**src/gfx_pkg.sv**
```systemverilog
/* shared geometry, types and palette for the line drawing subsystem
   geometry is fixed here, modules take no parameters */
package gfx_pkg;

    localparam int h_active = 128;  // visible pixels per line
    localparam int h_front  = 4;
    localparam int h_sync   = 8;
    localparam int h_back   = 12;
    localparam int h_total  = h_active + h_front + h_sync + h_back;  // 152

    localparam int v_active = 96;  // visible lines per frame
    localparam int v_front  = 2;
    localparam int v_sync   = 2;
    localparam int v_back   = 4;
    localparam int v_total  = v_active + v_front + v_sync + v_back;  // 104

    localparam int fb_width  = 64;
    localparam int fb_height = 48;
    localparam int fb_scale  = 2;  // screen pixels per fb pixel, both axes

    typedef logic signed [8:0] scr_coord_t;  // screen coordinate
    typedef logic [6:0]        fb_coord_t;   // framebuffer coordinate
    typedef logic [11:0]       fb_adr_t;     // row * 64 + column
    typedef logic [3:0]        cidx_t;       // colour index
    typedef logic [3:0]        chan_t;       // one colour channel

    typedef struct packed {
        chan_t red;
        chan_t green;
        chan_t blue;
    } rgb_t;

    typedef struct packed {
        logic    cyc;
        logic    stb;
        logic    we;
        fb_adr_t adr;
        cidx_t   dat;
    } wb_req_t;  // wishbone classic master request

    typedef struct packed {
        fb_coord_t x0;
        fb_coord_t y0;
        fb_coord_t x1;
        fb_coord_t y1;
        cidx_t     cidx;
    } line_cmd_t;

    typedef enum logic [1:0] {seq_idle, seq_clear, seq_ready, seq_draw} seq_state_t;
    typedef enum logic [1:0] {ln_idle, ln_init, ln_walk, ln_done} line_state_t;

    function automatic fb_adr_t fb_addr(fb_coord_t x, fb_coord_t y);
        return fb_adr_t'(y) * fb_adr_t'(fb_width) + fb_adr_t'(x);
    endfunction

    function automatic rgb_t palette(cidx_t cidx);
        case (cidx)
            4'h0:    return 12'h000;  // black
            4'h1:    return 12'h124;  // navy
            4'h2:    return 12'h724;  // plum
            4'h3:    return 12'h085;  // teal
            4'h4:    return 12'ha53;  // brown
            4'h5:    return 12'h655;  // slate
            4'h6:    return 12'hccc;  // light grey
            4'h7:    return 12'hfef;  // off white
            4'h8:    return 12'hf05;  // red
            4'h9:    return 12'hfa0;  // orange
            4'ha:    return 12'hfe2;  // yellow
            4'hb:    return 12'h0e3;  // green
            4'hc:    return 12'h2af;  // sky blue
            4'hd:    return 12'h879;  // lavender grey
            4'he:    return 12'hf7a;  // pink
            default: return 12'hfff;  // white
        endcase
    endfunction

endpackage
```
**src/display_timings.sv**
```systemverilog
/* reduced 128x96 raster, counters start in blanking so the first
   cycle after reset is the frame start */
`timescale 1ns/10ps

module display_timings (
    input  logic               clk_pix,
    input  logic               rst_n,
    output gfx_pkg::scr_coord_t sx,
    output gfx_pkg::scr_coord_t sy,
    output logic               hsync,
    output logic               vsync,
    output logic               de,
    output logic               frame,
    output logic               line
);
    import gfx_pkg::*;

    scr_coord_t nx, ny;  // counter values for the next cycle
    logic       h_wrap;

    always_comb begin
        h_wrap = (sx == h_total - 1);
        nx = h_wrap ? '0 : scr_coord_t'(sx + 1);
        ny = sy;
        if (h_wrap) begin
            ny = (sy == v_total - 1) ? '0 : scr_coord_t'(sy + 1);  // next line
        end
    end

    // outputs registered together with the counters, all in step
    always_ff @(posedge clk_pix or negedge rst_n) begin
        if (!rst_n) begin
            sx    <= scr_coord_t'(h_total - 1);  // last blanking pixel
            sy    <= scr_coord_t'(v_total - 1);
            hsync <= 1'b1;  // syncs idle high
            vsync <= 1'b1;
            de    <= 1'b0;
            frame <= 1'b0;
            line  <= 1'b0;
        end else begin
            sx    <= nx;
            sy    <= ny;
            hsync <= !(nx >= h_active + h_front && nx < h_active + h_front + h_sync);
            vsync <= !(ny >= v_active + v_front && ny < v_active + v_front + v_sync);
            de    <= (nx < h_active) && (ny < v_active);
            frame <= (nx == 0) && (ny == 0);
            line  <= (nx == 0);
        end
    end

endmodule

```
**config.mk**
```make
export PLATFORM = sky130hd
export DESIGN_NAME = display_timings
export DESIGN_NICKNAME = d
export VERILOG_FILES = /design/src/gfx_pkg.sv /design/src/display_timings.sv
export SDC_FILE = /design/constraint.sdc
export NUM_CORES = 1
export LEC_CHECK = 0
export BUFFER_PORTS_ARGS = -buffer_cell sky130_fd_sc_hd__buf_2
export CAP_MARGIN = 15
export CORE_MARGIN = 1
export CORE_UTILIZATION = 54
export CTS_CLUSTER_DIAMETER = 120
export CTS_CLUSTER_SIZE = 28
export DETAILED_ROUTE_END_ITERATION = 12
export GPL_TIMING_DRIVEN = 0
export PLACE_DENSITY_LB_ADDON = 0.08
export SYNTH_ARGS = -nofsm -noshare
export SYNTH_HDL_FRONTEND = slang
export SYNTH_SLANG_ARGS = --single-unit
```
**constraint.sdc**
```tcl
create_clock -name clk_pix -period 2.6 [get_ports clk_pix]
set_input_delay 0.26 -clock clk_pix [delete_from_list [all_inputs] [get_ports clk_pix]]
set_output_delay 0.26 -clock clk_pix [all_outputs]
set_load 0.005 [all_outputs]
```
==> summary.md <==
| Metric | Value |
|---|---|
| Run status | `finished clean` |
| Antenna violations before repair | `0` |
| H-tree depth | `1` |
| WL final | `just under 3000 um` |
| Drt first pass iters | `4` |
| Clock tree from TritonCTS | `done` |
| Core Box Area | `roughly 2300 um2` |
| Via density | `5.742` |
| Arr. time, crit path | `2660 ps` |
| Non-filler cells, final | `194` |
| Syn Area/Cell | `around 9.6 um2` |
| Cells after Synth | `roughly 140` |
| Setup crit end kind | `flop` |
| DR DRC count | `0` |
| Final layout net count | `171` |
| Critical Path RT | `2840 ps` |
| Asr flop ratio synth | `100.0%` |
| Die Span X | `roughly 51 um` |
| Sequential fraction of the synthesis area | `between 40% and 50%` |
| DP Cell Count | `between 150 and 200` |
| Fill cells | `approximately 200` |
| Avg WL per Cell | `15.36 um` |
| Post-DP HPWL | `2157 um` |
| Post-Synth Adder-Cell Area | `about 1.9%` |
| Worst path slowest cell | `dfstp_2` |
| Post-Syn Area | `roughly 1300 um2` |
| Ratio of cells with drive above 1 in the final layout | `just under 30%` |
| Tightest Pin Transition | `between 500 and 600 ps` |
| Simple-gate share of the synthesized area | `around 28%` |
| Xor/xnor share of the synthesized area | `a little under an eighth` |
| Root buf cell | `clkbuf_4` |
| Syn_nets | `between 100 and 150` |
| CTS Buffer Depth | `2` |
| Routability Congestion | `approximately 0.9` |
| Clk sinks | `23` |
| Slew margin rel. | `approximately two thirds` |
| Setup Buffers After CTS | `0` |
| Synth warn | `0` |
| Critical path's largest stage delay | `590 ps` |
| Top Ports | `25` |
| Period utilization | `between 90% and 100%` |
| Reg clk slew, reported paths | `about 130 ps` |
| Setup TNS | `0 ps` |
| Initial Util | `58.55%` |
| Pwr Total | `between 500 and 600 uW` |
| RSZ-0062 raised after global routing | `false` |
| Post-synth EDFFs | `0` |
| Mux contribution to synthesized area | `less than 1%` |
| Register Area | `between 500 and 600 um2` |
| DR iter-0 viols | `21` |
| # port buffers | `24` |
| GRT overflow | `0` |
| Post-DP Area | `roughly 1500 um2` |
| Critical path cell sequence | `ha_2 -> nand4bb_4 -> or2_1 -> buf_6 -> nor4_4 -> xor2_2 -> a221oi_2 -> and4b_1` |
| Setup Viol. Count Final | `0` |
| Core Util, Final | `67.65%` |
| Main combinational cell family by area after synthesis | `simple AND/OR/NAND/NOR gates` |
| CP Launch Type | `flop` |
| Multi-input gate area | `680.7 um2` |
| Leakage | `approximately 0.00067 uW` |
| Worst-path fanout max | `7` |
| Total Die Area | `approximately 2600 um2` |
| Primary FF master, synth | `dfstp_2` |
| Number of synthesized register bits | `23` |
| Overall global routing resource usage | `25.53%` |
| Min Clock Period, post-route | `2420 ps` |
| Syn-to-layout area delta | `15.54%` |
| Maximum vdd ir drop | `~220 uV` |
| Largest net degree at the start of global routing | `24` |
| First-pass GRT wire length | `just under 5000 um` |
| Die Span Y | `about 50 um` |
| Clk_lat worst skew | `~300 ps` |
| Cell row count | `17` |
| Layout Skew | `between 5 and 6 ps` |
| ANT cells | `0` |
| Final non-filler cell area | `1525 um2` |
| DRT antenna net count | `0` |
| Commonest non-fill, non-tap cells in the layout | `buf_2, nand2_1, nor2_1, xnor2_1, dfstp_2` |
| Vias | `1114` |
| MaxCap Viol Count | `0` |
| Fmax | `0.4133 GHz` |
| Fin. max-slew vios | `0` |
| Pwr per Cell Area | `348.3 nW/um2` |
| Netlist cell types | `39` |
| Vias in the first global route | `1018` |
| Hold WC Path Type | `input port to async pin` |
| Complex-gate fraction of the synthesized area | `about 8.4%` |
| Fin. Hold Viols | `0` |
| Crit Path Class | `flop to flop` |
| Commonest non-fill, non-tap cell in the layout | `buf_2` |
| Number of CTS-inserted buffers | `3` |
## path summary, 6_finish.rpt
path,startpoint,to,slack (ps),depth (start not counted)
max,sx[0],frame,180,8
min,rst_n,sx[3],450,2
max reg2reg,sx[0],frame,180,8
min reg2reg,sx[0],sx[0],550,1
max in group asynchronous,rst_n,sy[1],1770,2
min in group clk_pix,sx[0],sx[0],550,1
## cell type report
cell class,instances,area share [%]
multi-input combinational,102,44.63
timing repair buffer,25,8.532
clock buffer,4,1.723
tap,28,2.297
buffer,7,2.871
sequential,23,38.72
inverter,5,1.231
## sequential cells by signal (all words and copies together), names as in the netlist
register	count
de	1
frame	1
hsync	1
line	1
sx	9
sy	9
vsync	1
## Yosys cell counts (2+ instances only)
cell type,n,share of area (%)
nand2_1,16,4.5
xnor2_1,12,8.0
ha_1,2,1.9
nor3b_1,4,2.3
o31ai_1,2,1.1
nor2_1,15,4.3
clkbuf_1,2,0.57
inv_1,5,1.4
nor4_1,2,0.95
xor2_1,4,2.7
buf_2,2,0.76
o21ai_0,2,0.76
nand4_1,7,3.3
nand3_1,7,2.7
buf_6,2,1.7
dfrtp_1,11,21
a21oi_1,5,1.9
nor3_1,5,1.9
dfstp_2,12,24
## power by group
part	leakage (uW)	switching [uW]	internal, uW
logic	0.000391	7.05	1.52
registers	0.000268	0	359
clock network	0.0000150	104	59.7
total	0.000675	111	420
## per-layer routing
layer / up-vias / part of all wire (%) / GRT usage (%)
met5: - / 0 / 0
met2: 48 / 49 / 41.77
met3: 2 / 4.5 / 3.571
met1: 531 / 46 / 35.23
li1: 533 / - / -
met4: 0 / 0.57 / 6.757
## critical path, delay by kind of cell (launching register included)
kind,cells,cell delay (ps)
compound gates,1,250
xor+xnor,1,140
fa+ha+maj,1,270
buf+inv,1,140
flops,1,590
simple gates,4,950
## kinds of logic after synthesis
kind of cell | Yosys count
adder cells (fa/ha/maj) | 2
AND/OR/NAND/NOR | 65
XOR/XNOR | 17
flip-flops | 23
AO/OA/AOI/OAI | 17
multiplexers | 1
buffers and inverters | 12
## metrics by stage
step	hold slack, ps	worst slack, ps
after floorplan	-35.59	323.8
after global placement	244.4	47.64
after detailed placement	268.1	38.71
after CTS	459.4	7.198
after global routing	491.8	54.52
final	453.4	180.5
## timing repair
action | in CTS | in global routing
endpoints found under the setup margin | 0 | 2
resized for setup | 0 | 3
hold buffers | 1 | 0
hold endpoints to repair | 11 | 0
(Power assumes the default switching activity.)
