File: config.mk
export PLATFORM = sky130hd
export DESIGN_NAME = fb_clear
export DESIGN_NICKNAME = d
export VERILOG_FILES = /design/src/gfx_pkg.sv /design/src/fb_clear.sv
export SDC_FILE = /design/constraint.sdc
export NUM_CORES = 1
export LEC_CHECK = 0
export ABC_CLOCK_PERIOD_IN_PS = 3200
export BUFFER_PORTS_ARGS = -buffer_cell sky130_fd_sc_hd__buf_4
export CAP_MARGIN = 30
export CORE_UTILIZATION = 53
export DETAILED_ROUTE_END_ITERATION = 12
export PLACE_DENSITY = 0.81
export SYNTH_ARGS = -nofsm -noshare
export SYNTH_HDL_FRONTEND = slang
export SYNTH_SLANG_ARGS = --single-unit
export TNS_END_PERCENT = 50
File: constraint.sdc
create_clock -name clk_pix -period 3.2 [get_ports clk_pix]
set_input_delay 0.32 -clock clk_pix [delete_from_list [all_inputs] [get_ports clk_pix]]
set_output_delay 0.32 -clock clk_pix [all_outputs]
set_load 0.1 [all_outputs]
File: src/gfx_pkg.sv
/* shared geometry, types and palette for the line drawing subsystem
   geometry is fixed here, modules take no parameters */
package gfx_pkg;

    localparam int h_active = 128;  // visible pixels per line
    localparam int h_front  = 4;
    localparam int h_sync   = 8;
    localparam int h_back   = 12;
    localparam int h_total  = h_active + h_front + h_sync + h_back;  // 152

    localparam int v_active = 96;  // visible lines per frame
    localparam int v_front  = 2;
    localparam int v_sync   = 2;
    localparam int v_back   = 4;
    localparam int v_total  = v_active + v_front + v_sync + v_back;  // 104

    localparam int fb_width  = 64;
    localparam int fb_height = 48;
    localparam int fb_scale  = 2;  // screen pixels per fb pixel, both axes

    typedef logic signed [8:0] scr_coord_t;  // screen coordinate
    typedef logic [6:0]        fb_coord_t;   // framebuffer coordinate
    typedef logic [11:0]       fb_adr_t;     // row * 64 + column
    typedef logic [3:0]        cidx_t;       // colour index
    typedef logic [3:0]        chan_t;       // one colour channel

    typedef struct packed {
        chan_t red;
        chan_t green;
        chan_t blue;
    } rgb_t;

    typedef struct packed {
        logic    cyc;
        logic    stb;
        logic    we;
        fb_adr_t adr;
        cidx_t   dat;
    } wb_req_t;  // wishbone classic master request

    typedef struct packed {
        fb_coord_t x0;
        fb_coord_t y0;
        fb_coord_t x1;
        fb_coord_t y1;
        cidx_t     cidx;
    } line_cmd_t;

    typedef enum logic [1:0] {seq_idle, seq_clear, seq_ready, seq_draw} seq_state_t;
    typedef enum logic [1:0] {ln_idle, ln_init, ln_walk, ln_done} line_state_t;

    function automatic fb_adr_t fb_addr(fb_coord_t x, fb_coord_t y);
        return fb_adr_t'(y) * fb_adr_t'(fb_width) + fb_adr_t'(x);
    endfunction

    function automatic rgb_t palette(cidx_t cidx);
        case (cidx)
            4'h0:    return 12'h000;  // black
            4'h1:    return 12'h124;  // navy
            4'h2:    return 12'h724;  // plum
            4'h3:    return 12'h085;  // teal
            4'h4:    return 12'ha53;  // brown
            4'h5:    return 12'h655;  // slate
            4'h6:    return 12'hccc;  // light grey
            4'h7:    return 12'hfef;  // off white
            4'h8:    return 12'hf05;  // red
            4'h9:    return 12'hfa0;  // orange
            4'ha:    return 12'hfe2;  // yellow
            4'hb:    return 12'h0e3;  // green
            4'hc:    return 12'h2af;  // sky blue
            4'hd:    return 12'h879;  // lavender grey
            4'he:    return 12'hf7a;  // pink
            default: return 12'hfff;  // white
        endcase
    endfunction

endpackage
File: src/fb_clear.sv
/* writes index 0 to all 3072 framebuffer pixels, two cycles per pixel */
`timescale 1ns/10ps

module fb_clear (
    input  logic             clk_pix,
    input  logic             rst_n,
    input  logic             start,
    output gfx_pkg::wb_req_t wb_out,
    input  logic             wb_ack,
    output logic             done
);
    import gfx_pkg::*;

    logic    busy;
    fb_adr_t adr;

    always_ff @(posedge clk_pix or negedge rst_n) begin
        if (!rst_n) begin
            busy <= 1'b0;
            adr  <= '0;
            done <= 1'b0;
        end else begin
            done <= 1'b0;
            if (start && !busy) begin
                busy <= 1'b1;
                adr  <= '0;  // sweep from the top left
            end else if (busy && wb_ack) begin
                if (adr == fb_adr_t'(fb_width * fb_height - 1)) begin
                    busy <= 1'b0;  // last pixel written
                    done <= 1'b1;
                end else begin
                    adr <= adr + 1'b1;
                end
            end
        end
    end

    // cyc stays up across the sweep, adr advances on ack
    assign wb_out = '{cyc: busy, stb: busy, we: busy, adr: adr, dat: cidx_t'(0)};

endmodule

==> flow_summary.ini, run 1 <==
[logic_synthesis]
synth.distinct_cells = 31
synth_seq_cells = 14
yosysWarnings = 0
synth.area.top_cells = dfrtp_1, buf_4, nand3_1
avgSynthCellArea_um2 = 9.87
synth.largest_area_cell = dfrtp_1
ys.flop_type = dfrtp_1
ys_seq_area_share_pct = 42.7
synth_edf_count = 0
synth_common_cells = dfrtp_1, buf_4, nand2_1, nand3_1
syn_area_um2 = 820
yosysTopAreaCellShare_pct = 42.7
async_flop_share_pct = 100
post-synth-top-count-cell = dfrtp_1
syn_inst = 83

[timing]
setup_viol = 0
max_slew_margin_pct = 49.6
clock.fmax_mhz = 486
period_needed_ns = 2.06
tightestPinTransition_ns = 0.755
hold_ws_ns = 0.348
skew_ns = 0.00231
hold_viol_final = 0
fin_setup_tns_ns = 0
fin_crit_sh_pct = 64.2
rsz0062_at_grt = no
drv_slew = 0

[final_layout]
drive_gt1_share_pct = 28.0
n_antenna_cell = 0
areaGrowthSynthToFinish_pct = 17.6
seq_area_um2 = 350
fill_cells = 115
layoutNonFillerInstCount = 115
fin_nets = 106
multi_input_area_um2 = 398

[worst_setup_path]
path_class = flip-flop to flip-flop
cpLargestDelayFamily = compound AO/OA/AOI/OAI gates
cp.arrival_ns = 2.23
required_ns = 3.37
start_kind = flip-flop
slowest_delay_ns = 0.67
path_buf_inv = 0
cp-end-kind = flip-flop
worstPathMaxFanout = 22
slowest_stage = o311ai_4
path_cells = ha_1 > nand3_1 > o311ai_4 > nor2_1 > a311o_1

[die]
ios = 24
die_h_um = 41.3
start_util_pct = 60.0
dieArea_um2 = 1710
fp.coreArea_um2 = 1370
rows = 13
die_w_um = 41.3

[cts]
cts_root_buf = clkbuf_4
cts_max_path_buffers = 2
cts_buffers = 3
cts_resized = 0
clk_latency_ns = 0.28
numClockSinks = 14
cts_setup_buffers = 0
cts_tree = yes
ctsHtreeMaxLevel = 1
clk_pin_slew_worst_paths_ns = 0.09

[route]
dr_wl_met3_um = 99
via_per_inst = 6.17
drc = 0
drtIter0Drc = 25
routed_wl_mm = 1.65
routedWlPerCell_um = 14.4
dr.max_layer_used = met4
drt_pass1_iterations = 4
wl_met2_um = 725
wl_met1_um = 799
postRouteAntennaNets = 0
vias = 709

[global_route]
grt_start_max_net_pins = 23
grt_pass1_wl_mm = 2.56
grt_pass1_vias = 583
antenna_found_initial = 0
track_usage_pct = 23.5
gr-total-overflow = 0

[run]
maxCapViolations = 0

[placed_design]
placed_cells = 110
io_buffers = 19
place_congestion = 0.776
dp_hpwl_mm = 1.18

[status]
outcome = finished clean

[power]
p_per_area_nw_per_um2 = 713
cellLeakagePower_nw = 0.475
vdd_drop_max_mv = 0.663

[hold_path]
holdCritPathClass = input port to flip-flop
==> cell usage in the layout, fill, tap and decap left out, drive strengths merged, types with 2 or more instances in the layout <==
cell / instances
buf: 19
o21ai: 3
o41ai: 2
clkbuf: 4
a21oi: 3
o311ai: 3
o31ai: 4
nand4: 3
or2: 2
o211ai: 3
inv: 2
or4: 2
and3: 3
nand3: 7
nor3: 4
conb: 4
dfrtp: 14
nand2: 7
==> final timing paths <==
check	cells past startpoint	endpoint	slack [ns]	from
min in group asynchronous	2	adr[5]	0.41	rst_n
setup / recovery	5	adr[4]	1.14	adr[1]
hold / removal	3	done	0.35	wb_ack
max in group asynchronous	2	busy	2.62	rst_n
setup reg to reg	5	adr[4]	1.14	adr[1]
hold reg to reg	1	adr[10]	0.55	adr[10]
==> area by class of cell <==
type / count / area share, %
Clock buffer: 4 / 3.77
Tap cell: 15 / 1.95
Timing Repair Buffer: 20 / 15.8
Sequential cell: 14 / 36.4
Multi-Input combinational cell: 60 / 41.3
Inverter: 2 / 0.779
==> report_power, final <==
group	internal, mW	leakage (nW)	switching (mW)	total (mW)
clock	0.0693	0.0210	0.0596	0.129
combinational	0.0596	0.268	0.258	0.317
sequential	0.200	0.186	0.0406	0.240
total	0.329	0.475	0.358	0.687
==> kinds of logic after synthesis <==
logic type	synth area share, %
AND/OR/NAND/NOR	24.3
other	0.458
flip-flops	42.7
buffers and inverters	10.1
adder cells (fa/ha/maj)	1.53
AO/OA/AOI/OAI	20.9
==> registers in the layout, indices dropped and copies added (netlist names) <==
name,count
done,1
adr,12
busy,1
==> routing by layer <==
layer  GRT usage, %  up-vias
met2           35.5       30
met3           6.38        4
met5              0        -
li1               -      341
met4           12.1        0
met1           30.7      334
==> worst register-to-register path, delay by kind of cell, from the launching register on <==
family / cells / cell delay [ns]
fa+ha+maj: 1 / 0.22
flops: 1 / 0.42
compound gates: 2 / 1.02
simple gates: 2 / 0.30
==> what timing repair did <==
item                                   in CTS  in global routing
endpoints found under the hold margin      14                  0
hold buffers                                1                  0
setup endpoints to repair                   0                  0
==> metrics by stage <==
stage | utilization, % | instance area, µm² | setup WS (ns) | power, mW
4_1_cts | 70.5 | 963 | 1.13 | 0.689
6_report | 70.5 | 963 | 1.14 | 0.687
5_1_grt | 70.5 | 963 | 0.956 | 0.717
3_5_place_dp | 67.1 | 917 | 1.15 | 0.560
3_3_place_gp | 67.1 | 917 | 1.24 | 0.554
2_1_floorplan | - | 831 | 0.807 | 0.504
Power figures use the tool's default switching activity.
==> run 2, diff against run 1 <==
--- a/config.mk
+++ b/config.mk
@@ -5,12 +5,13 @@
 export SDC_FILE = /design/constraint.sdc
 export NUM_CORES = 1
 export LEC_CHECK = 0
-export ABC_CLOCK_PERIOD_IN_PS = 3200
+export ABC_CLOCK_PERIOD_IN_PS = 1850
 export BUFFER_PORTS_ARGS = -buffer_cell sky130_fd_sc_hd__buf_4
 export CAP_MARGIN = 30
-export CORE_UTILIZATION = 53
+export CORE_ASPECT_RATIO = 1.2
+export CORE_UTILIZATION = 44
 export DETAILED_ROUTE_END_ITERATION = 12
-export PLACE_DENSITY = 0.81
+export PLACE_DENSITY = 0.72
 export SYNTH_ARGS = -nofsm -noshare
 export SYNTH_HDL_FRONTEND = slang
 export SYNTH_SLANG_ARGS = --single-unit
==> constraint.sdc (replaced) <==
create_clock -name clk_pix -period 1.85 [get_ports clk_pix]
set_input_delay 0.185 -clock clk_pix [delete_from_list [all_inputs] [get_ports clk_pix]]
set_output_delay 0.185 -clock clk_pix [all_outputs]
set_load 0.1 [all_outputs]
==> run 2 against run 1 <==
Compared with the run above:
- cell area up 11%
- count of clock-buffer cells in the layout unchanged
- critical path depth stayed put
- via count increased by 4.9%
- routed wire length rose by 11%
- sequential power rose by 88%
- hold slack got worse by 0.13 ns
- utilization decreased by 6.9 points
- non-clock buffer count rose by 3
- setup slack worse by 1.0 ns
- cell count up 6.1%
- highest routed layer unchanged
==> flow_summary.ini, run 2 (synthesis gave the netlist of run 1 again) <==
[status]
outcome = finished clean

[cts]
clk_latency_ns = 0.28
clk_pin_slew_worst_paths_ns = 0.09
cts_buffers = 3
cts_max_path_buffers = 2
cts_tree = yes
cts_resized = 0
cts_root_buf = clkbuf_4
numClockSinks = 14
ctsHtreeMaxLevel = 1

[final_layout]
fin_util_pct = 63.6
top_regs = adr x12, busy x1, done x1
fin_nets = 110
n_antenna_cell = 0
drive_gt1_share_pct = 43.3
fill_cells = 143
top_register = adr
final_common_cell = buf_4
layoutNonFillerInstCount = 122
layout_common_cells = buf_4, dfrtp_4, nand2_1, nand3_1
largest_register_ffs = 12
areaGrowthSynthToFinish_pct = 30.5

[timing]
clock.fmax_mhz = 571
fin_crit_sh_pct = 94.7
hold_viol_final = 0
rsz0062_at_grt = no
skew_ns = 0.00914
period_needed_ns = 1.75
drv_slew = 0
setup_viol = 0
setup_slack_ns = 0.0973

[power]
vdd_drop_max_mv = 1.11
cellLeakagePower_nw = 0.480
p_per_area_nw_per_um2 = 1130

[placed_design]
preCtsSetupSlack_ns = 0.0519
place_congestion = 0.723
io_buffers = 19
dp_hpwl_mm = 1.21
placed_cells = 114

[global_route]
use_met2_pct = 30.5
grt_pass1_vias = 638
grt_most_used_layer = met1
use_met1_pct = 30.5
grt_pass1_wl_mm = 2.96
track_usage_pct = 20.6
grt_start_max_net_pins = 16
antenna_found_initial = 0
grt_util_met3_pct = 4.11
gr-total-overflow = 0

[die]
dieArea_um2 = 2040
ios = 24
fp.coreArea_um2 = 1680
die_h_um = 49.3
rows = 16
die_w_um = 41.4
start_util_pct = 48.7

[hold_path]
holdCritPathClass = input port to flip-flop

[worst_setup_path]
cpLargestDelayFamily = compound AO/OA/AOI/OAI gates
required_ns = 2.00
path_cells = nand4b_4 > o311ai_4 > buf_4 > o311ai_0 > o41ai_1
start_kind = flip-flop
slowest_stage = dfrtp_4
cp.arrival_ns = 1.90
path_class = flip-flop to flip-flop
worstPathMaxFanout = 7
cp-end-kind = flip-flop
path_buf_inv = 1
slowest_delay_ns = 0.50

[route]
via_per_inst = 6.10
drc = 0
drt_pass1_iterations = 4
drtIter0Drc = 20
postRouteAntennaNets = 0
routedWlPerCell_um = 15.0
vias = 744
routed_wl_mm = 1.83

[run]
maxCapViolations = 0
## run 2: metrics by stage
stage | TNS, ns | area [µm²] | power [mW] | hold WS, ns
after floorplan | -0.0326 | 905 | 0.922 | -0.111
after global placement | 0 | 1000 | 1.02 | 0.0454
after detailed placement | 0 | 1000 | 1.02 | 0.0462
after CTS | 0 | 1040 | 1.21 | 0.211
after global routing | 0 | 1070 | 1.27 | 0.214
final | 0 | 1070 | 1.21 | 0.221
## run 2: worst paths after layout
check,start,slack [ns],end,cells after the start
min in group asynchronous,rst_n,0.29,adr[6],2
setup / recovery,adr[10],0.1,adr[10],5
hold / removal,wb_ack,0.22,done,3
max in group asynchronous,rst_n,1.37,adr[0],2
setup reg to reg,adr[10],0.1,adr[10],5
hold reg to reg,adr[5],0.57,adr[5],1
## run 2: tightest hold or removal path: stages
cell and delay [ns]:
buf_4 0.14, nand2_1 0.08, nor3_1 0.05
## run 2: what timing repair did
action,in CTS,in global routing
hold endpoints to repair,14,0
hold buffers,1,0
setup buffers,0,2
setup endpoints to repair,0,6
## run 2: layer usage
layer	vias to the layer above	wire length (µm)
li1	352	-
met1	357	790
met2	33	908
met3	2	117
met4	0	12
met5	-	0
## run 2: cell type report
class | count | area, µm² | share of cell area [%]
Tap cell | 18 | 22.5 | 2.11
Inverter | 2 | 7.51 | 0.702
Clock buffer | 4 | 26.3 | 2.46
Timing Repair Buffer | 23 | 175 | 16.4
Multi-Input combinational cell | 61 | 448 | 41.9
Sequential cell | 14 | 390 | 36.5
## run 2: report_power, final
| part | switching [mW] | internal (mW) |
|---|---|---|
| clock | 0.0984 | 0.0836 |
| combinational | 0.454 | 0.124 |
| sequential | 0.0846 | 0.368 |
| total | 0.637 | 0.575 |
