<file path="src/gfx_pkg.sv">
/* shared geometry, types and palette for the line drawing subsystem
   geometry is fixed here, modules take no parameters */
package gfx_pkg;

    localparam int h_active = 128;  // visible pixels per line
    localparam int h_front  = 4;
    localparam int h_sync   = 8;
    localparam int h_back   = 12;
    localparam int h_total  = h_active + h_front + h_sync + h_back;  // 152

    localparam int v_active = 96;  // visible lines per frame
    localparam int v_front  = 2;
    localparam int v_sync   = 2;
    localparam int v_back   = 4;
    localparam int v_total  = v_active + v_front + v_sync + v_back;  // 104

    localparam int fb_width  = 64;
    localparam int fb_height = 48;
    localparam int fb_scale  = 2;  // screen pixels per fb pixel, both axes

    typedef logic signed [8:0] scr_coord_t;  // screen coordinate
    typedef logic [6:0]        fb_coord_t;   // framebuffer coordinate
    typedef logic [11:0]       fb_adr_t;     // row * 64 + column
    typedef logic [3:0]        cidx_t;       // colour index
    typedef logic [3:0]        chan_t;       // one colour channel

    typedef struct packed {
        chan_t red;
        chan_t green;
        chan_t blue;
    } rgb_t;

    typedef struct packed {
        logic    cyc;
        logic    stb;
        logic    we;
        fb_adr_t adr;
        cidx_t   dat;
    } wb_req_t;  // wishbone classic master request

    typedef struct packed {
        fb_coord_t x0;
        fb_coord_t y0;
        fb_coord_t x1;
        fb_coord_t y1;
        cidx_t     cidx;
    } line_cmd_t;

    typedef enum logic [1:0] {seq_idle, seq_clear, seq_ready, seq_draw} seq_state_t;
    typedef enum logic [1:0] {ln_idle, ln_init, ln_walk, ln_done} line_state_t;

    function automatic fb_adr_t fb_addr(fb_coord_t x, fb_coord_t y);
        return fb_adr_t'(y) * fb_adr_t'(fb_width) + fb_adr_t'(x);
    endfunction

    function automatic rgb_t palette(cidx_t cidx);
        case (cidx)
            4'h0:    return 12'h000;  // black
            4'h1:    return 12'h124;  // navy
            4'h2:    return 12'h724;  // plum
            4'h3:    return 12'h085;  // teal
            4'h4:    return 12'ha53;  // brown
            4'h5:    return 12'h655;  // slate
            4'h6:    return 12'hccc;  // light grey
            4'h7:    return 12'hfef;  // off white
            4'h8:    return 12'hf05;  // red
            4'h9:    return 12'hfa0;  // orange
            4'ha:    return 12'hfe2;  // yellow
            4'hb:    return 12'h0e3;  // green
            4'hc:    return 12'h2af;  // sky blue
            4'hd:    return 12'h879;  // lavender grey
            4'he:    return 12'hf7a;  // pink
            default: return 12'hfff;  // white
        endcase
    endfunction

endpackage
</file>
<file path="src/draw_sequencer.sv">
/* clears the framebuffer after the first frame start, then takes line
   commands one at a time, cmd_ready low while busy */
`timescale 1ns/10ps

module draw_sequencer (
    input  logic               clk_pix,
    input  logic               rst_n,
    input  logic               frame,
    input  gfx_pkg::line_cmd_t cmd,
    input  logic               cmd_valid,
    output logic               cmd_ready,
    output logic               clear_start,
    input  logic               clear_done,
    output logic               line_start,
    output gfx_pkg::line_cmd_t line_cmd,
    input  logic               line_done
);
    import gfx_pkg::*;

    seq_state_t state;

    assign cmd_ready = (state == seq_ready);

    always_ff @(posedge clk_pix or negedge rst_n) begin
        if (!rst_n) begin
            state       <= seq_idle;
            clear_start <= 1'b0;
            line_start  <= 1'b0;
        end else begin
            clear_start <= 1'b0;  // both starts are pulses
            line_start  <= 1'b0;
            case (state)
                seq_idle: if (frame) begin
                    clear_start <= 1'b1;
                    state       <= seq_clear;
                end
                seq_clear: if (clear_done) state <= seq_ready;
                seq_ready: if (cmd_valid) begin
                    line_start <= 1'b1;  // cmd taken this cycle
                    state      <= seq_draw;
                end
                default: if (line_done) state <= seq_ready;  // draw
            endcase
        end
    end

    // command payload, held for the drawer
    always_ff @(posedge clk_pix) begin
        if (cmd_ready && cmd_valid) line_cmd <= cmd;
    end

endmodule

</file>
<file path="config.mk">
export PLATFORM = sky130hd
export DESIGN_NAME = draw_sequencer
export DESIGN_NICKNAME = d
export VERILOG_FILES = /design/src/gfx_pkg.sv /design/src/draw_sequencer.sv
export SDC_FILE = /design/constraint.sdc
export NUM_CORES = 1
export LEC_CHECK = 0
export BUFFER_PORTS_ARGS = -buffer_cell sky130_fd_sc_hd__buf_2
export CORE_ASPECT_RATIO = 1.25
export CORE_MARGIN = 2
export CORE_UTILIZATION = 46
export CTS_BUF_LIST = sky130_fd_sc_hd__clkbuf_4
export CTS_CLUSTER_DIAMETER = 100
export CTS_CLUSTER_SIZE = 16
export DETAILED_ROUTE_END_ITERATION = 6
export PLACE_DENSITY = 0.86
export SYNTH_ARGS = -nofsm -noshare
export SYNTH_HDL_FRONTEND = slang
export SYNTH_SLANG_ARGS = --single-unit
</file>
<file path="constraint.sdc">
create_clock -name clk_pix -period 2.85 [get_ports clk_pix]
set_input_delay 0.4275 -clock clk_pix [delete_from_list [all_inputs] [get_ports clk_pix]]
set_output_delay 0.4275 -clock clk_pix [all_outputs]
set_load 0.005 [all_outputs]
</file>
==> flow_metrics.py, run 1 <==
metrics = {
    "run_status": {
        "status": "complete, no violations",
    },
    "routing": {
        "dr.pass1.iters": 4,
        "drt_iter0_drc": 10,
        "via_count": 705,
        "drc": 0,
        "routedWlPerCell_um": 12.43,
        "ant_nets": 0,
        "drt-total-wl_um": 1964,
        "via_per_inst": 4.462,
    },
    "placed_design": {
        "place_congestion": 0.6833,
        "port_buffers": 72,
        "place_inst": 149,
    },
    "sta": {
        "rsz0062_at_grt": "no",
        "hold_viol": 0,
        "fin_crit_sh_pct": 50.70,
        "fin_tns_setup_ps": 0,
        "setup_viol": 0,
        "maxSlewViolCount": 0,
        "fin_crit_ps": 1445,
        "slew_headroom_pct": 74.11,
        "fmax_mhz": 692.1,
        "worstMarginPinSlew_ps": 388.3,
        "fin_worst_skew_ps": 6.529,
    },
    "cells_and_area": {
        "drive_gt1_share_pct": 65.60,
        "final_common_cell": "buf_2",
        "area_growth_pct": 42.46,
        "mostFrequentLayoutCells": "buf_2, edfxtp_1, clkbuf_4",
        "fin_nets": 162,
        "num-fill-cells": 165,
        "instances_no_fill": 158,
        "antenna_cells": 0,
    },
    "critical_path": {
        "endpoint_kind": "primary output",
        "slowest_stage": "dfrtp_1",
        "max_stage_delay_ps": 410,
        "worstPathCellList": "nor2b_1 > buf_2",
        "critPathLaunchType": "flip-flop",
        "crit_required_ps": 2420,
        "crit_fanout": 4,
        "crit_type": "flip-flop to primary output",
        "cp_top_family": "flip-flops",
        "rrSetupSlack_ps": 1450,
        "worstPathBufferInverterCount": 1,
        "cp.arrival_ps": 1020,
    },
    "cts": {
        "cts-buffers-inserted": 5,
        "cts.clk_slew.worst_paths_ps": 100,
        "htreeDepth": 2,
        "clock_path_buffers": 2,
        "cts_sinks": 36,
        "insertion_delay_ps": 320,
        "cts_root_buf": "clkbuf_4",
        "tritoncts": "done",
    },
    "power_and_ir_drop": {
        "p_leak_nw": 0.7029,
        "max-vdd-ir-drop_mv": 0.4052,
        "powerDensity_mw_per_mm2": 594.5,
    },
    "die": {
        "start_util_pct": 47.11,
        "core_mm2": 0.002377,
        "dieArea_mm2": 0.002848,
        "die_w_um": 48.13,
        "die_y_um": 59.17,
        "fp-row-count": 20,
        "ioPinCount": 73,
    },
    "worst_hold_path": {
        "hold_path_class": "primary input to flip-flop",
    },
    "global_routing": {
        "grt_pass1_vias": 612,
        "grt_first_pass_wirelength_um": 2601,
        "grt_usage_pct": 14.26,
        "grt_antenna_before_repair": 0,
        "grt_max_degree": 34,
        "grt_overflow": 0,
    },
    "synthesis": {
        "yosysUniqueCellTypes": 8,
        "synth_top_cell_by_area": "edfxtp_1",
        "synth_top_area_share_pct": 85.81,
        "synth.net_count": 81,
        "ys_ff_latch": 36,
        "synth_area_leaders": "edfxtp_1, dfrtp_1, mux4_2, a21o_2, inv_1",
        "synth_area_mm2": 0.001120,
        "syn_avg_cell_area_um2": 26.04,
        "yosysSeqAreaShare_pct": 94.75,
        "ys.warnings.count": 0,
        "syn_inst": 43,
    },
    "flow_run": {
        "drv_cap": 0,
    },
}
==> worst register-to-register path, delay by kind of cell, from the launching register on <==
family	cells	cell delay, ps
buffers and inverters	1	340
flip-flops	1	410
AND/OR/NAND/NOR	2	300
==> final cells by class <==
cell class                      instances  area [µm²]  share of cell area [%]
Multi-Input combinational cell          5       51.30                   3.216
Inverter                                2       7.507                  0.4706
Clock inverter                          1       3.754                  0.2353
Sequential cell                        36        1061                   66.51
Tap cell                               33       41.29                   2.588
Timing Repair Buffer                   74       377.9                   23.69
Clock buffer                            7       52.55                   3.294
==> path summary, 6_finish.rpt <==
kind / startpoint / to / cells past startpoint
worst max-delay path: state[1]$_DFFE_PN0P_ / cmd_ready / 2
worst min register to register: state[0]$_DFFE_PN0P_ / clear_start$_DFF_PN0_ / 1
max in group asynchronous: rst_n / line_start$_DFF_PN0_ / 2
worst min-delay path: cmd[15] / line_cmd[15]$_DFFE_PP_ / 1
min in group asynchronous: rst_n / state[0]$_DFFE_PN0P_ / 2
worst max register to register: state[1]$_DFFE_PN0P_ / line_cmd[6]$_DFFE_PP_ / 3
==> flip-flops by register name (all words and copies together), names as in the netlist <==
signal       cells
line_start       1
state            2
clear_start      1
line_cmd        32
==> power breakdown <==
group	total, mW	internal (mW)	switching, mW
clock	0.255	0.114	0.141
combinational	0.0761	0.0405	0.0356
sequential	0.617	0.610	0.00726
==> metal layers <==
layer	up-vias	part of all wire, %	track usage [%]
li1	326	-	-
met1	322	38	15.30
met2	52	45	20.57
met3	5	15	8.537
met4	0	2.3	9.266
met5	-	0	0
==> stage by stage <==
stage	power (mW)	worst slack [ps]	util [%]	hold WS, ps	instance area, µm²
6_report	0.9484	1405	67.11	276.7	1595
5_1_grt	0.9966	1334	67.11	256.3	1595
4_1_cts	0.9619	1387	67.11	261.9	1595
3_5_place_dp	0.7064	1452	64.32	235.9	1529
3_3_place_gp	0.7020	1502	64.32	231.4	1529
2_1_floorplan	0.6490	1046	-	131.9	1120
==> cells in the mapped netlist <==
| master | instances |
|---|---|
| edfxtp_1 | 32 |
| dfrtp_1 | 4 |
| inv_1 | 2 |
| a21o_2 | 1 |
| and2_1 | 1 |
| mux4_2 | 1 |
| nor2b_1 | 1 |
| nor3b_1 | 1 |
==> logic make-up (layout without fill, tap and decap cells) <==
logic type      Yosys count  count (layout)  share of synthesized area, %
compound gates            1               1                        0.7823
simple gates              3               3                         1.789
flops                    36              36                         94.75
buf+inv                   2              84                        0.6706
mux                       1               1                         2.011
==> what timing repair did <==
item | CTS | global route
endpoints found under the hold margin | 4 | 0
gates resized for setup | 0 | 0
hold buffers | 1 | 0
setup endpoints to repair | 0 | 0
buffers inserted | 0 | 0
Note: power is estimated with default switching activity, not from simulation.
==> run 2, diff against run 1 <==
CORE_UTILIZATION = 38   (was 46)
PLACE_DENSITY = 0.76   (was 0.86)
clock period = 1.3 ns   (was 2.85 ns; I/O delays follow)
==> run 2 against run 1 <==
Via count fell by 3.5%. Worst hold slack got worse by 230 ps. Sequential power rose by 120%. Combinational power rose to 2.6 times the previous value.
==> flow_metrics.py, run 2 (same netlist as run 1, synthesis figures left out) <==
metrics = {
    "run_status": {
        "status": "complete, no violations",
    },
    "die": {
        "core_mm2": 0.002863,
        "die_y_um": 64.70,
        "die_w_um": 52.56,
        "start_util_pct": 39.12,
        "dieArea_mm2": 0.003400,
        "fp-row-count": 22,
        "ioPinCount": 73,
    },
    "critical_path": {
        "reg2reg_from": "state[0]$_DFFE_PN0P_",
        "rrSetupSlack_ps": 90,
        "reg2reg_depth": 3,
        "endpoint_kind": "primary output",
        "crit_required_ps": 1110,
        "crit_type": "flip-flop to primary output",
        "slowest_stage": "dfrtp_1",
        "crit_end": "cmd_ready",
        "worstPathCellList": "nor2b_1 > buf_2",
        "max_stage_delay_ps": 420,
        "crit_fanout": 4,
        "startpoint": "state[0]$_DFFE_PN0P_",
        "timing.rr.end": "line_cmd[1]$_DFFE_PP_",
        "cp.arrival_ps": 1020,
        "critPathLaunchType": "flip-flop",
    },
    "placed_design": {
        "port_buffers": 72,
        "place_hpwl_um": 1532,
        "place_congestion": 0.6811,
    },
    "cells_and_area": {
        "drive_gt1_share_pct": 67.19,
        "antenna_cells": 0,
        "largest-register": "line_cmd",
        "multi_input_area_um2": 53.80,
        "final_common_cell": "buf_2",
        "area_growth_pct": 48.38,
        "largest_register_ffs": 32,
        "num-fill-cells": 246,
        "fin_nets": 165,
        "mostFrequentLayoutCells": "buf_2, edfxtp_1, clkbuf_4",
        "reg_top3": "line_cmd x32, state x2",
        "regArea_mm2": 0.001061,
    },
    "cts": {
        "clock_path_buffers": 2,
        "htreeDepth": 2,
        "cts-buffers-inserted": 5,
        "insertion_delay_ps": 310,
        "tritoncts": "done",
        "cts_hold_buf": 1,
        "cts.clk_slew.worst_paths_ps": 90,
        "cts_sinks": 36,
        "cts_resized": 0,
        "post_cts_buffers": 0,
        "cts_root_buf": "clkbuf_4",
    },
    "routing": {
        "drc": 0,
        "drt-total-wl_um": 1866,
        "via_count": 680,
        "via_per_inst": 4.146,
        "ant_nets": 0,
        "routedWlPerCell_um": 11.38,
        "drt_iter0_drc": 15,
        "dr.pass1.iters": 4,
    },
    "global_routing": {
        "grt_pass1_vias": 689,
        "grt_first_pass_wirelength_um": 2711,
        "grt_max_degree": 14,
        "grt_antenna_before_repair": 0,
        "grt_overflow": 0,
        "grt_usage_pct": 11.49,
    },
    "sta": {
        "timing.hold.ws_ps": 50.06,
        "fin_tns_setup_ps": 0,
        "fin_crit_ps": 1218,
        "fmax_mhz": 821.3,
        "rsz0062_at_grt": "no",
        "maxSlewViolCount": 0,
        "fin_crit_sh_pct": 93.66,
        "fin_worst_skew_ps": 5.903,
        "slew_headroom_pct": 89.45,
        "setup_viol": 0,
        "hold_viol": 0,
        "worstMarginPinSlew_ps": 157.9,
    },
    "power_and_ir_drop": {
        "report.power.total_mw": 2.097,
        "powerDensity_mw_per_mm2": 1262,
        "p_leak_nw": 0.7301,
        "max-vdd-ir-drop_mv": 0.8326,
    },
    "flow_run": {
        "drv_cap": 0,
    },
    "worst_hold_path": {
        "hold_path_class": "primary input to flip-flop",
    },
}
run 2: cell type report:
type                            count  area share [%]
Timing Repair Buffer               77           26.36
Sequential cell                    36           63.86
Multi-Input combinational cell      5           3.238
Inverter                            2          0.4518
Tap cell                           36           2.711
Clock buffer                        7           3.163
Clock inverter                      1          0.2259
run 2: metal layers:
layer | vias up | wire [µm] | global-route usage [%]
met3 | 0 | 251 | 7.834
li1 | 336 | - | -
met1 | 300 | 638 | 11.40
met4 | 0 | 0 | 5.128
met5 | - | 0 | 0
met2 | 44 | 976 | 18.13
run 2: stage by stage:
step	std cells	util, %	setup WS, ps	cell area (µm²)
floorplan	43	-	12.31	1122
global placement	155	55.73	126.8	1595
detailed placement	155	55.73	96.73	1595
CTS	164	58.04	49.90	1662
global route	164	58.04	5.144	1662
finish	164	58.04	82.45	1662
run 2: worst min-delay path by stage:
stage                     startpoint                     end  slack, ps  cells past startpoint
final                        cmd[18]  line_cmd[18]$_DFFE_PP_         50                      1
after global routing          cmd[4]   line_cmd[4]$_DFFE_PP_         10                      1
after CTS                    cmd[18]  line_cmd[18]$_DFFE_PP_         20                      1
after detailed placement       rst_n   clear_start$_DFF_PN0_          4                      1
after global placement         rst_n    state[1]$_DFFE_PN0P_       -0.1                      1
after floorplan                rst_n   clear_start$_DFF_PN0_       -100                      0
run 2: worst max-delay path: cells and delay by family, from the launching register on:
family / cells / cell delay, ps
AND/OR/NAND/NOR: 1 / 150
flip-flops: 1 / 420
buffers and inverters: 1 / 140
run 2: power by group:
part | switching (mW) | internal, mW
clock | 0.298 | 0.250
sequential | 0.0154 | 1.34
combinational | 0.0822 | 0.116
total | 0.395 | 1.70
