## config.mk

```make
export PLATFORM = sky130hd
export DESIGN_NAME = line_draw
export DESIGN_NICKNAME = d
export VERILOG_FILES = /design/src/gfx_pkg.sv /design/src/line_draw.sv
export SDC_FILE = /design/constraint.sdc
export NUM_CORES = 1
export LEC_CHECK = 0
export BUFFER_PORTS_ARGS = -buffer_cell sky130_fd_sc_hd__buf_2
export CAP_MARGIN = 20
export CORE_MARGIN = 1
export CORE_UTILIZATION = 50
export CTS_BUF_LIST = sky130_fd_sc_hd__clkbuf_16
export DETAILED_ROUTE_END_ITERATION = 8
export PLACE_DENSITY = 0.7
export SLEW_MARGIN = 20
export SYNTH_ARGS = -nofsm -noshare
export SYNTH_HDL_FRONTEND = slang
export SYNTH_SLANG_ARGS = --single-unit
export TNS_END_PERCENT = 5
```

## constraint.sdc

```tcl
create_clock -name clk_pix -period 8.85 [get_ports clk_pix]
set_input_delay 1.77 -clock clk_pix [delete_from_list [all_inputs] [get_ports clk_pix]]
set_output_delay 1.77 -clock clk_pix [all_outputs]
set_load 0.01 [all_outputs]
```

## src/gfx_pkg.sv

```systemverilog
/* shared geometry, types and palette for the line drawing subsystem
   geometry is fixed here, modules take no parameters */
package gfx_pkg;

    localparam int h_active = 128;  // visible pixels per line
    localparam int h_front  = 4;
    localparam int h_sync   = 8;
    localparam int h_back   = 12;
    localparam int h_total  = h_active + h_front + h_sync + h_back;  // 152

    localparam int v_active = 96;  // visible lines per frame
    localparam int v_front  = 2;
    localparam int v_sync   = 2;
    localparam int v_back   = 4;
    localparam int v_total  = v_active + v_front + v_sync + v_back;  // 104

    localparam int fb_width  = 64;
    localparam int fb_height = 48;
    localparam int fb_scale  = 2;  // screen pixels per fb pixel, both axes

    typedef logic signed [8:0] scr_coord_t;  // screen coordinate
    typedef logic [6:0]        fb_coord_t;   // framebuffer coordinate
    typedef logic [11:0]       fb_adr_t;     // row * 64 + column
    typedef logic [3:0]        cidx_t;       // colour index
    typedef logic [3:0]        chan_t;       // one colour channel

    typedef struct packed {
        chan_t red;
        chan_t green;
        chan_t blue;
    } rgb_t;

    typedef struct packed {
        logic    cyc;
        logic    stb;
        logic    we;
        fb_adr_t adr;
        cidx_t   dat;
    } wb_req_t;  // wishbone classic master request

    typedef struct packed {
        fb_coord_t x0;
        fb_coord_t y0;
        fb_coord_t x1;
        fb_coord_t y1;
        cidx_t     cidx;
    } line_cmd_t;

    typedef enum logic [1:0] {seq_idle, seq_clear, seq_ready, seq_draw} seq_state_t;
    typedef enum logic [1:0] {ln_idle, ln_init, ln_walk, ln_done} line_state_t;

    function automatic fb_adr_t fb_addr(fb_coord_t x, fb_coord_t y);
        return fb_adr_t'(y) * fb_adr_t'(fb_width) + fb_adr_t'(x);
    endfunction

    function automatic rgb_t palette(cidx_t cidx);
        case (cidx)
            4'h0:    return 12'h000;  // black
            4'h1:    return 12'h124;  // navy
            4'h2:    return 12'h724;  // plum
            4'h3:    return 12'h085;  // teal
            4'h4:    return 12'ha53;  // brown
            4'h5:    return 12'h655;  // slate
            4'h6:    return 12'hccc;  // light grey
            4'h7:    return 12'hfef;  // off white
            4'h8:    return 12'hf05;  // red
            4'h9:    return 12'hfa0;  // orange
            4'ha:    return 12'hfe2;  // yellow
            4'hb:    return 12'h0e3;  // green
            4'hc:    return 12'h2af;  // sky blue
            4'hd:    return 12'h879;  // lavender grey
            4'he:    return 12'hf7a;  // pink
            default: return 12'hfff;  // white
        endcase
    endfunction

endpackage
```

## src/line_draw.sv

```systemverilog
/* bresenham walker, all octants, one pixel per acked wishbone cycle
   endpoints must lie inside the 64x48 framebuffer, no clipping */
`timescale 1ns/10ps

module line_draw (
    input  logic               clk_pix,
    input  logic               rst_n,
    input  logic               start,
    input  gfx_pkg::line_cmd_t cmd,
    output gfx_pkg::wb_req_t   wb_out,
    input  logic               wb_ack,
    output logic               done
);
    import gfx_pkg::*;

    line_state_t state;
    fb_coord_t   x, y, x1, y1;  // current pixel and end point
    cidx_t       cidx;
    logic        right, down;  // step directions
    logic signed [8:0] dx, dy;  // dy is kept negative
    logic signed [8:0] err;
    logic signed [9:0] e2;
    fb_coord_t   abs_dx, abs_dy;
    logic        step_x, step_y, last;

    always_comb begin
        abs_dx = (x1 > x) ? x1 - x : x - x1;  // valid in init
        abs_dy = (y1 > y) ? y1 - y : y - y1;
        e2     = {err, 1'b0};
        step_x = (e2 >= dy);
        step_y = (e2 <= dx);
        last   = (x == x1) && (y == y1);
    end

    always_ff @(posedge clk_pix or negedge rst_n) begin
        if (!rst_n) begin
            state <= ln_idle;
        end else begin
            case (state)
                ln_idle: if (start) state <= ln_init;
                ln_init: state <= ln_walk;
                ln_walk: if (wb_ack && last) state <= ln_done;
                default: state <= ln_idle;  // done lasts one cycle
            endcase
        end
    end

    // command latch and walk registers
    always_ff @(posedge clk_pix) begin
        case (state)
            ln_idle: begin
                x    <= cmd.x0;  // latch command
                y    <= cmd.y0;
                x1   <= cmd.x1;
                y1   <= cmd.y1;
                cidx <= cmd.cidx;
            end
            ln_init: begin
                right <= (x1 >= x);
                down  <= (y1 >= y);
                dx    <= {2'b00, abs_dx};
                dy    <= -$signed({2'b00, abs_dy});
                err   <= $signed({2'b00, abs_dx}) - $signed({2'b00, abs_dy});
            end
            ln_walk: if (wb_ack && !last) begin
                if (step_x) x <= right ? x + 1'b1 : x - 1'b1;
                if (step_y) y <= down ? y + 1'b1 : y - 1'b1;
                err <= err + (step_x ? dy : 9'sd0) + (step_y ? dx : 9'sd0);
            end
            default: ;
        endcase
    end

    always_comb begin
        wb_out.cyc = (state == ln_walk);  // held until ack
        wb_out.stb = (state == ln_walk);
        wb_out.we  = (state == ln_walk);
        wb_out.adr = fb_addr(x, y);
        wb_out.dat = cidx;
        done       = (state == ln_done);  // one pulse after last ack
    end

endmodule

```

==> summary.txt, run 1 <==
Floorplanning
  – CORE AREA: 9860 um^2
  – Die Wd: approximately 100 um
  – Die Area: ~11,000 um^2
  – Height of the chip: 103 um
  – FP Rows: 36
  – IO Count: 56
  – Starting density of the core: 0.521

Global route
  – Antenna violations before repair: 0
  – GR Overflow Total: 0
  – First-pass GRT wire length: about 18 mm
  – Pin count of the biggest net entering global routing: 35
  – Total GRT Usage: 0.222
  – Number of global-route vias before repair: 3,720

STA
  – TNS Setup: 0 ns
  – Least-Margin Pin Slew: 1.01 ns
  – Final critical-path share of the clock period: 0.492
  – Setup WS post-layout: 4.49 ns
  – RSZ-0062 raised after global routing: false
  – Min Clock Period, post-route: 4.36 ns
  – Max-slew headroom: 0.325
  – Final Max Slew Viols: 0
  – WHS: 0.591 ns
  – Max Clock Skew: 0.00590 ns
  – Final setup fails: 0
  – Max Fclk: 230 MHz
  – Fin. Hold Viols: 0

Worst setup path
  – Worst-path fanout max: 6
  – Worst Setup End Kind: register
  – R2R depth: 18
  – R2R Setup Slk: 4.49 ns
  – Max stage delay cell, worst path: fa_1
  – Most used cell, CP: a21o_1
  – CP Launch Point: err[2]$_DFFE_PP_
  – FF-to-FF Start: err[2]$_DFFE_PP_
  – Worst path arrival time: 4.42 ns
  – Worst path required time: 8.92 ns
  – Cell breakdown of the critical path: ha_1 -> a21o_1 -> a21o_1 -> a221oi_1 -> o21ai_0 -> and2_1 -> inv_1 -> nor2_1 -> fa_1 -> ha_1 -> a21o_1 -> a21oi_1 -> nor2b_1 -> o21a_1 -> nor4_1 -> nor3_1 -> xnor2_1 -> o21ai_0
  – Setup CP Type: reg -> reg
  – Worst Setup Start Kind: register
  – Largest stage delay, worst path: 0.49 ns
  – Family with the most delay on the worst path: compound AO/OA/AOI/OAI gates
  – CP bufs+invs: 1
  – Reg2reg end: err[8]$_DFFE_PP_

Clock tree
  – Clock sink total: 61
  – CTS max path bufs: 2
  – Total number of H-tree levels: 3
  – CTS tree: built
  – Hold buffer count at CTS: 0
  – Clk_lat worst skew: 0.34 ns
  – # Post-CTS Setup Buffers: 0
  – Root buf cell: clkbuf_16
  – Cts bufs inserted: 9
  – Post-CTS Resized: 0
  – Clock slew at reported path FFs: 0.05 ns

Synth
  – Post-Synthesis Cells: between 400 and 500
  – Number of enable flip-flop cells after synthesis: 59
  – Share of the synthesized area in the top cell type: 0.345
  – Number of synthesized register bits: 61
  – Post-synth top area cell: edfxtp_1
  – Post-Syn Nets: slightly above 600
  – Synthesized area: 5130 um^2
  – Async set or reset register ratio after synthesis: 0.0328
  – Library cells used by synthesis: 49
  – Syn_area_per_cell: approximately 10 um^2
  – Sequential fraction of the synthesis area: 0.355
  – Synth area leaders: edfxtp_1 (35%), ha_1 (18%), fa_1 (5.8%)
  – Post-synth top flop: edfxtp_1
  – Syn. warnings: 0

Drt
  – Vias/cell: ~5.3
  – Antenna viol nets, final: 0
  – Aggregate routed wire length: 11.0 mm
  – DRC violations left: 0
  – Routed len/inst: 15.9 um
  – Total vias in the final route: 3,660
  – Pre-antenna DRT Iters: 4
  – DR iter-0 viols: between 150 and 200

Layout
  – Ant diodes: 0
  – Share of cells above drive strength 1: 0.175
  – Most frequent cells in the layout: inv_1 (74), ha_1 (73), edfxtp_1 (59)
  – Fin nets: 675
  – Fill count: 850
  – Commonest non-fill, non-tap cell in the layout: inv_1
  – Area delta synth->final: 13.3%

Placed design
  – Post-DP HPWL: 8.73 mm
  – Pre-CTS setup slack: 4.57 ns
  – Port-buffer cells: 55
  – Final weighted congestion in routability-driven placement: 0.882

Flow run
  – Maxcap violations: 0

Status
  – Status: completed

Hold path
  – Min-delay worst type: reg -> reg
  – Hold EP: state[0]$_DFFE_PN0P_
  – Worst Hold Launch: state[0]$_DFFE_PN0P_
  – Worst hold path cell count: 1
sequential cells by signal (all words and copies together), names as in the netlist:
register	cells
dx	7
right	1
x1	7
err	9
y	7
state	2
y1	7
cidx	4
x	7
down	1
dy	9
metrics by stage:
stage	cell area, um^2	instances	utilization
after floorplan	5130	492	-
after global placement	5540	673	0.561
after detailed placement	5540	673	0.561
after CTS	5820	688	0.590
after global routing	5820	688	0.590
final	5820	688	0.590
cell usage after synthesis, drive strengths merged, types with 6 or more instances:
master and number:
buf 9, o21bai 6, xnor2 31, inv 73
nand3 7, mux2i 9, xor2 10, a21oi 30
edfxtp 59, nor2b 9, fa 15, nor2 27
ha 73, nand2b 6, mux2 14, o21ai 20
nand2 20, a21o 28
cell type report:
cell class,instances,area [um^2],area share
multi-input combinational,347,2970,0.510
clock inverter,6,56.3,0.00968
clock buffer,9,225,0.0387
sequential,61,1820,0.313
inverter,73,274,0.0471
tap,133,166,0.0286
timing repair buffer,59,305,0.0525
worst max-delay path by stage:
stage          depth (start not counted)               end  slack (ns)
2_1_floorplan                         18  err[8]$_DFFE_PP_        5.01
3_3_place_gp                          18  err[8]$_DFFE_PP_        4.71
3_5_place_dp                          18  err[8]$_DFFE_PP_        4.57
4_1_cts                               18  err[8]$_DFFE_PP_        4.53
5_1_grt                               18  err[8]$_DFFE_PP_        4.16
6_report                              18  err[8]$_DFFE_PP_        4.49
metal layers:
layer | vias to the layer above | track usage | part of all wire
met5 | - | 0 | 0
met4 | 0 | 0.0813 | 0.021
met3 | 17 | 0.0329 | 0.035
met2 | 77 | 0.392 | 0.48
met1 | 1745 | 0.277 | 0.46
li1 | 1821 | - | -
logic make-up (layout without fill, tap and decap cells):
family	Yosys count	in the layout	share of synthesized area
AOI/OAI and AO/OA	100	100	0.128
and+or+nand+nor	95	95	0.0943
adders and majority gates	88	88	0.236
buffers and inverters	84	147	0.0673
DFF	61	61	0.355
xor gates and xnor gates	41	41	0.0714
muxes	23	23	0.0482
Power of run 1 is not shown: default switching activity piles up to over one toggle a cycle in this logic, so the estimate is an artifact.
==> inputs of run 2 (changes only) <==
--- a/config.mk
+++ b/config.mk
@@ -11,7 +11,7 @@
 export CORE_UTILIZATION = 50
 export CTS_BUF_LIST = sky130_fd_sc_hd__clkbuf_16
 export DETAILED_ROUTE_END_ITERATION = 8
-export PLACE_DENSITY = 0.7
+export PLACE_DENSITY = 0.72
 export SLEW_MARGIN = 20
 export SYNTH_ARGS = -nofsm -noshare
 export SYNTH_HDL_FRONTEND = slang
==> constraint.sdc (replaced) <==
create_clock -name clk_pix -period 3.6 [get_ports clk_pix]
set_input_delay 0.72 -clock clk_pix [delete_from_list [all_inputs] [get_ports clk_pix]]
set_output_delay 0.72 -clock clk_pix [all_outputs]
set_load 0.01 [all_outputs]
==> summary.txt, run 2 (same netlist as run 1, synthesis figures left out) <==
Floorplanning
  – FP Rows: 36
  – CORE AREA: slightly below 10,000 um^2
  – Die Area: 10,700 um^2
  – Starting density of the core: 0.521
  – Die Wd: 103 um
  – Height of the chip: around 100 um
  – IO Count: 56

Worst setup path
  – Max stage delay cell, worst path: fa_1
  – Most used cell, CP: a21o_1
  – Largest stage delay, worst path: 0.48 ns
  – Worst path required time: around 3.7 ns
  – Worst path arrival time: 3.96 ns
  – Setup CP Type: reg -> reg
  – Cell breakdown of the critical path: inv_1 -> ha_1 -> a21o_1 -> a21o_1 -> a221oi_2 -> o21ai_1 -> and2_4 -> inv_2 -> nor2_1 -> fa_1 -> ha_1 -> a21o_1 -> a21oi_2 -> nor2b_1 -> o21a_1 -> nor4_2 -> nor3_1 -> xnor2_1 -> o21ai_1
  – Worst Setup Start Kind: register
  – Worst-path fanout max: 3
  – Worst Setup End Kind: register

Clock tree
  – Clock slew at reported path FFs: 0.06 ns
  – CTS max path bufs: 2
  – Root buf cell: clkbuf_16
  – Total number of H-tree levels: 3
  – Cts bufs inserted: 9
  – Clk_lat worst skew: 0.34 ns
  – Clock sink total: 61
  – Hold buffer count at CTS: 0
  – CTS tree: built

Placed design
  – Post-DP HPWL: 9.12 mm
  – Final weighted congestion in routability-driven placement: 0.926
  – Port-buffer cells: 55
  – Pre-CTS setup slack: -0.404 ns

STA
  – Final setup fails: 4
  – Max-slew headroom: 0.512
  – Setup WS post-layout: -0.289 ns
  – Final critical-path share of the clock period: 1.08
  – Fin. Hold Viols: 0
  – TNS Setup: -0.916 ns
  – Final Max Slew Viols: 0
  – Max Clock Skew: 0.00857 ns
  – Max Fclk: 257 MHz
  – RSZ-0062 raised after global routing: true
  – Min Clock Period, post-route: 3.89 ns
  – Least-Margin Pin Slew: between 0.7 and 0.8 ns

Drt
  – DR iter-0 viols: 116
  – Antenna viol nets, final: 0
  – Routed len/inst: 15.4 um
  – Total vias in the final route: 3,881
  – Aggregate routed wire length: roughly 12 mm
  – Vias/cell: 5.15
  – DRC violations left: 0
  – Pre-antenna DRT Iters: 4

Global route
  – GR Overflow Total: 0
  – First-pass GRT wire length: about 19 mm
  – Antenna violations before repair: 0
  – Pin count of the biggest net entering global routing: 34
  – Number of global-route vias before repair: 4,067
  – Total GRT Usage: 0.236

Layout
  – Most frequent cells in the layout: inv_1 (71), ha_1 (70), buf_4 (69)
  – Share of cells above drive strength 1: 0.287
  – Area delta synth->final: 24.3%
  – Ant diodes: 0
  – Fin nets: 740
  – Top flop regs: dy: 9 flops, err: 9 flops
  – Fill count: 790
  – Commonest non-fill, non-tap cell in the layout: inv_1

Status
  – Failing checks: negative setup slack
  – Status: finished, violations left

Hold path
  – Min-delay worst type: in -> async

Flow run
  – Maxcap violations: 0
-- run 2: worst paths after layout --
path	slack, ns	cells past startpoint	end	startpoint
min reg2reg	0.58	1	state[0]$_DFFE_PN0P_	state[0]$_DFFE_PN0P_
max in group asynchronous	3.34	1	state[1]$_DFFE_PN0P_	rst_n
min in group clk_pix	0.56	1	x1[1]$_DFFE_PP_	cmd[12]
max reg2reg	-0.29	19	err[8]$_DFFE_PP_	dy[3]$_DFFE_PP_
max	-0.29	19	err[8]$_DFFE_PP_	dy[3]$_DFFE_PP_
min	0.16	1	state[0]$_DFFE_PN0P_	rst_n
-- run 2: metrics by stage --
step                std cells   util  area [um^2]  hold WS [ns]
finish                    754  0.647         6380         0.159
global route              754  0.647         6380         0.150
CTS                       754  0.644         6350         0.155
detailed placement        736  0.610         6020         0.510
global placement          736  0.610         6020         0.505
floorplan                 492      -         5140         0.424
-- run 2: final cells by class --
type / instances / area, um^2 / share of cell area
sequential: 61 / 1820 / 0.285
tap: 133 / 166 / 0.0261
inverter: 73 / 274 / 0.0429
clock inverter: 7 / 66.3 / 0.0104
timing repair buffer: 124 / 793 / 0.124
multi-input combinational: 347 / 3040 / 0.476
clock buffer: 9 / 225 / 0.0353
-- run 2: layer usage --
metal  share of wire  vias up  track usage
li1                -     1955            -
met1            0.46     1832        0.294
met2            0.48       75        0.407
met3           0.036       19       0.0484
met4           0.020        0       0.0856
met5               0        -            0
-- run 2: repair_timing --
| action | CTS | global route |
|---|---|---|
| gates resized for setup | 9 | 10 |
| setup endpoints to repair | 4 | 6 |
| pin swaps | 1 | 3 |
| setup buffers | 2 | 0 |
-- run 2: critical path, delay by kind of cell (launching register included) --
family          cells  cell delay, ns
compound gates      8            1.40
fa+ha+maj           3            1.09
simple gates        5            0.53
flops               1            0.35
xor+xnor            1            0.15
buf+inv             2            0.11
Power of run 2 is left out for the same reason.
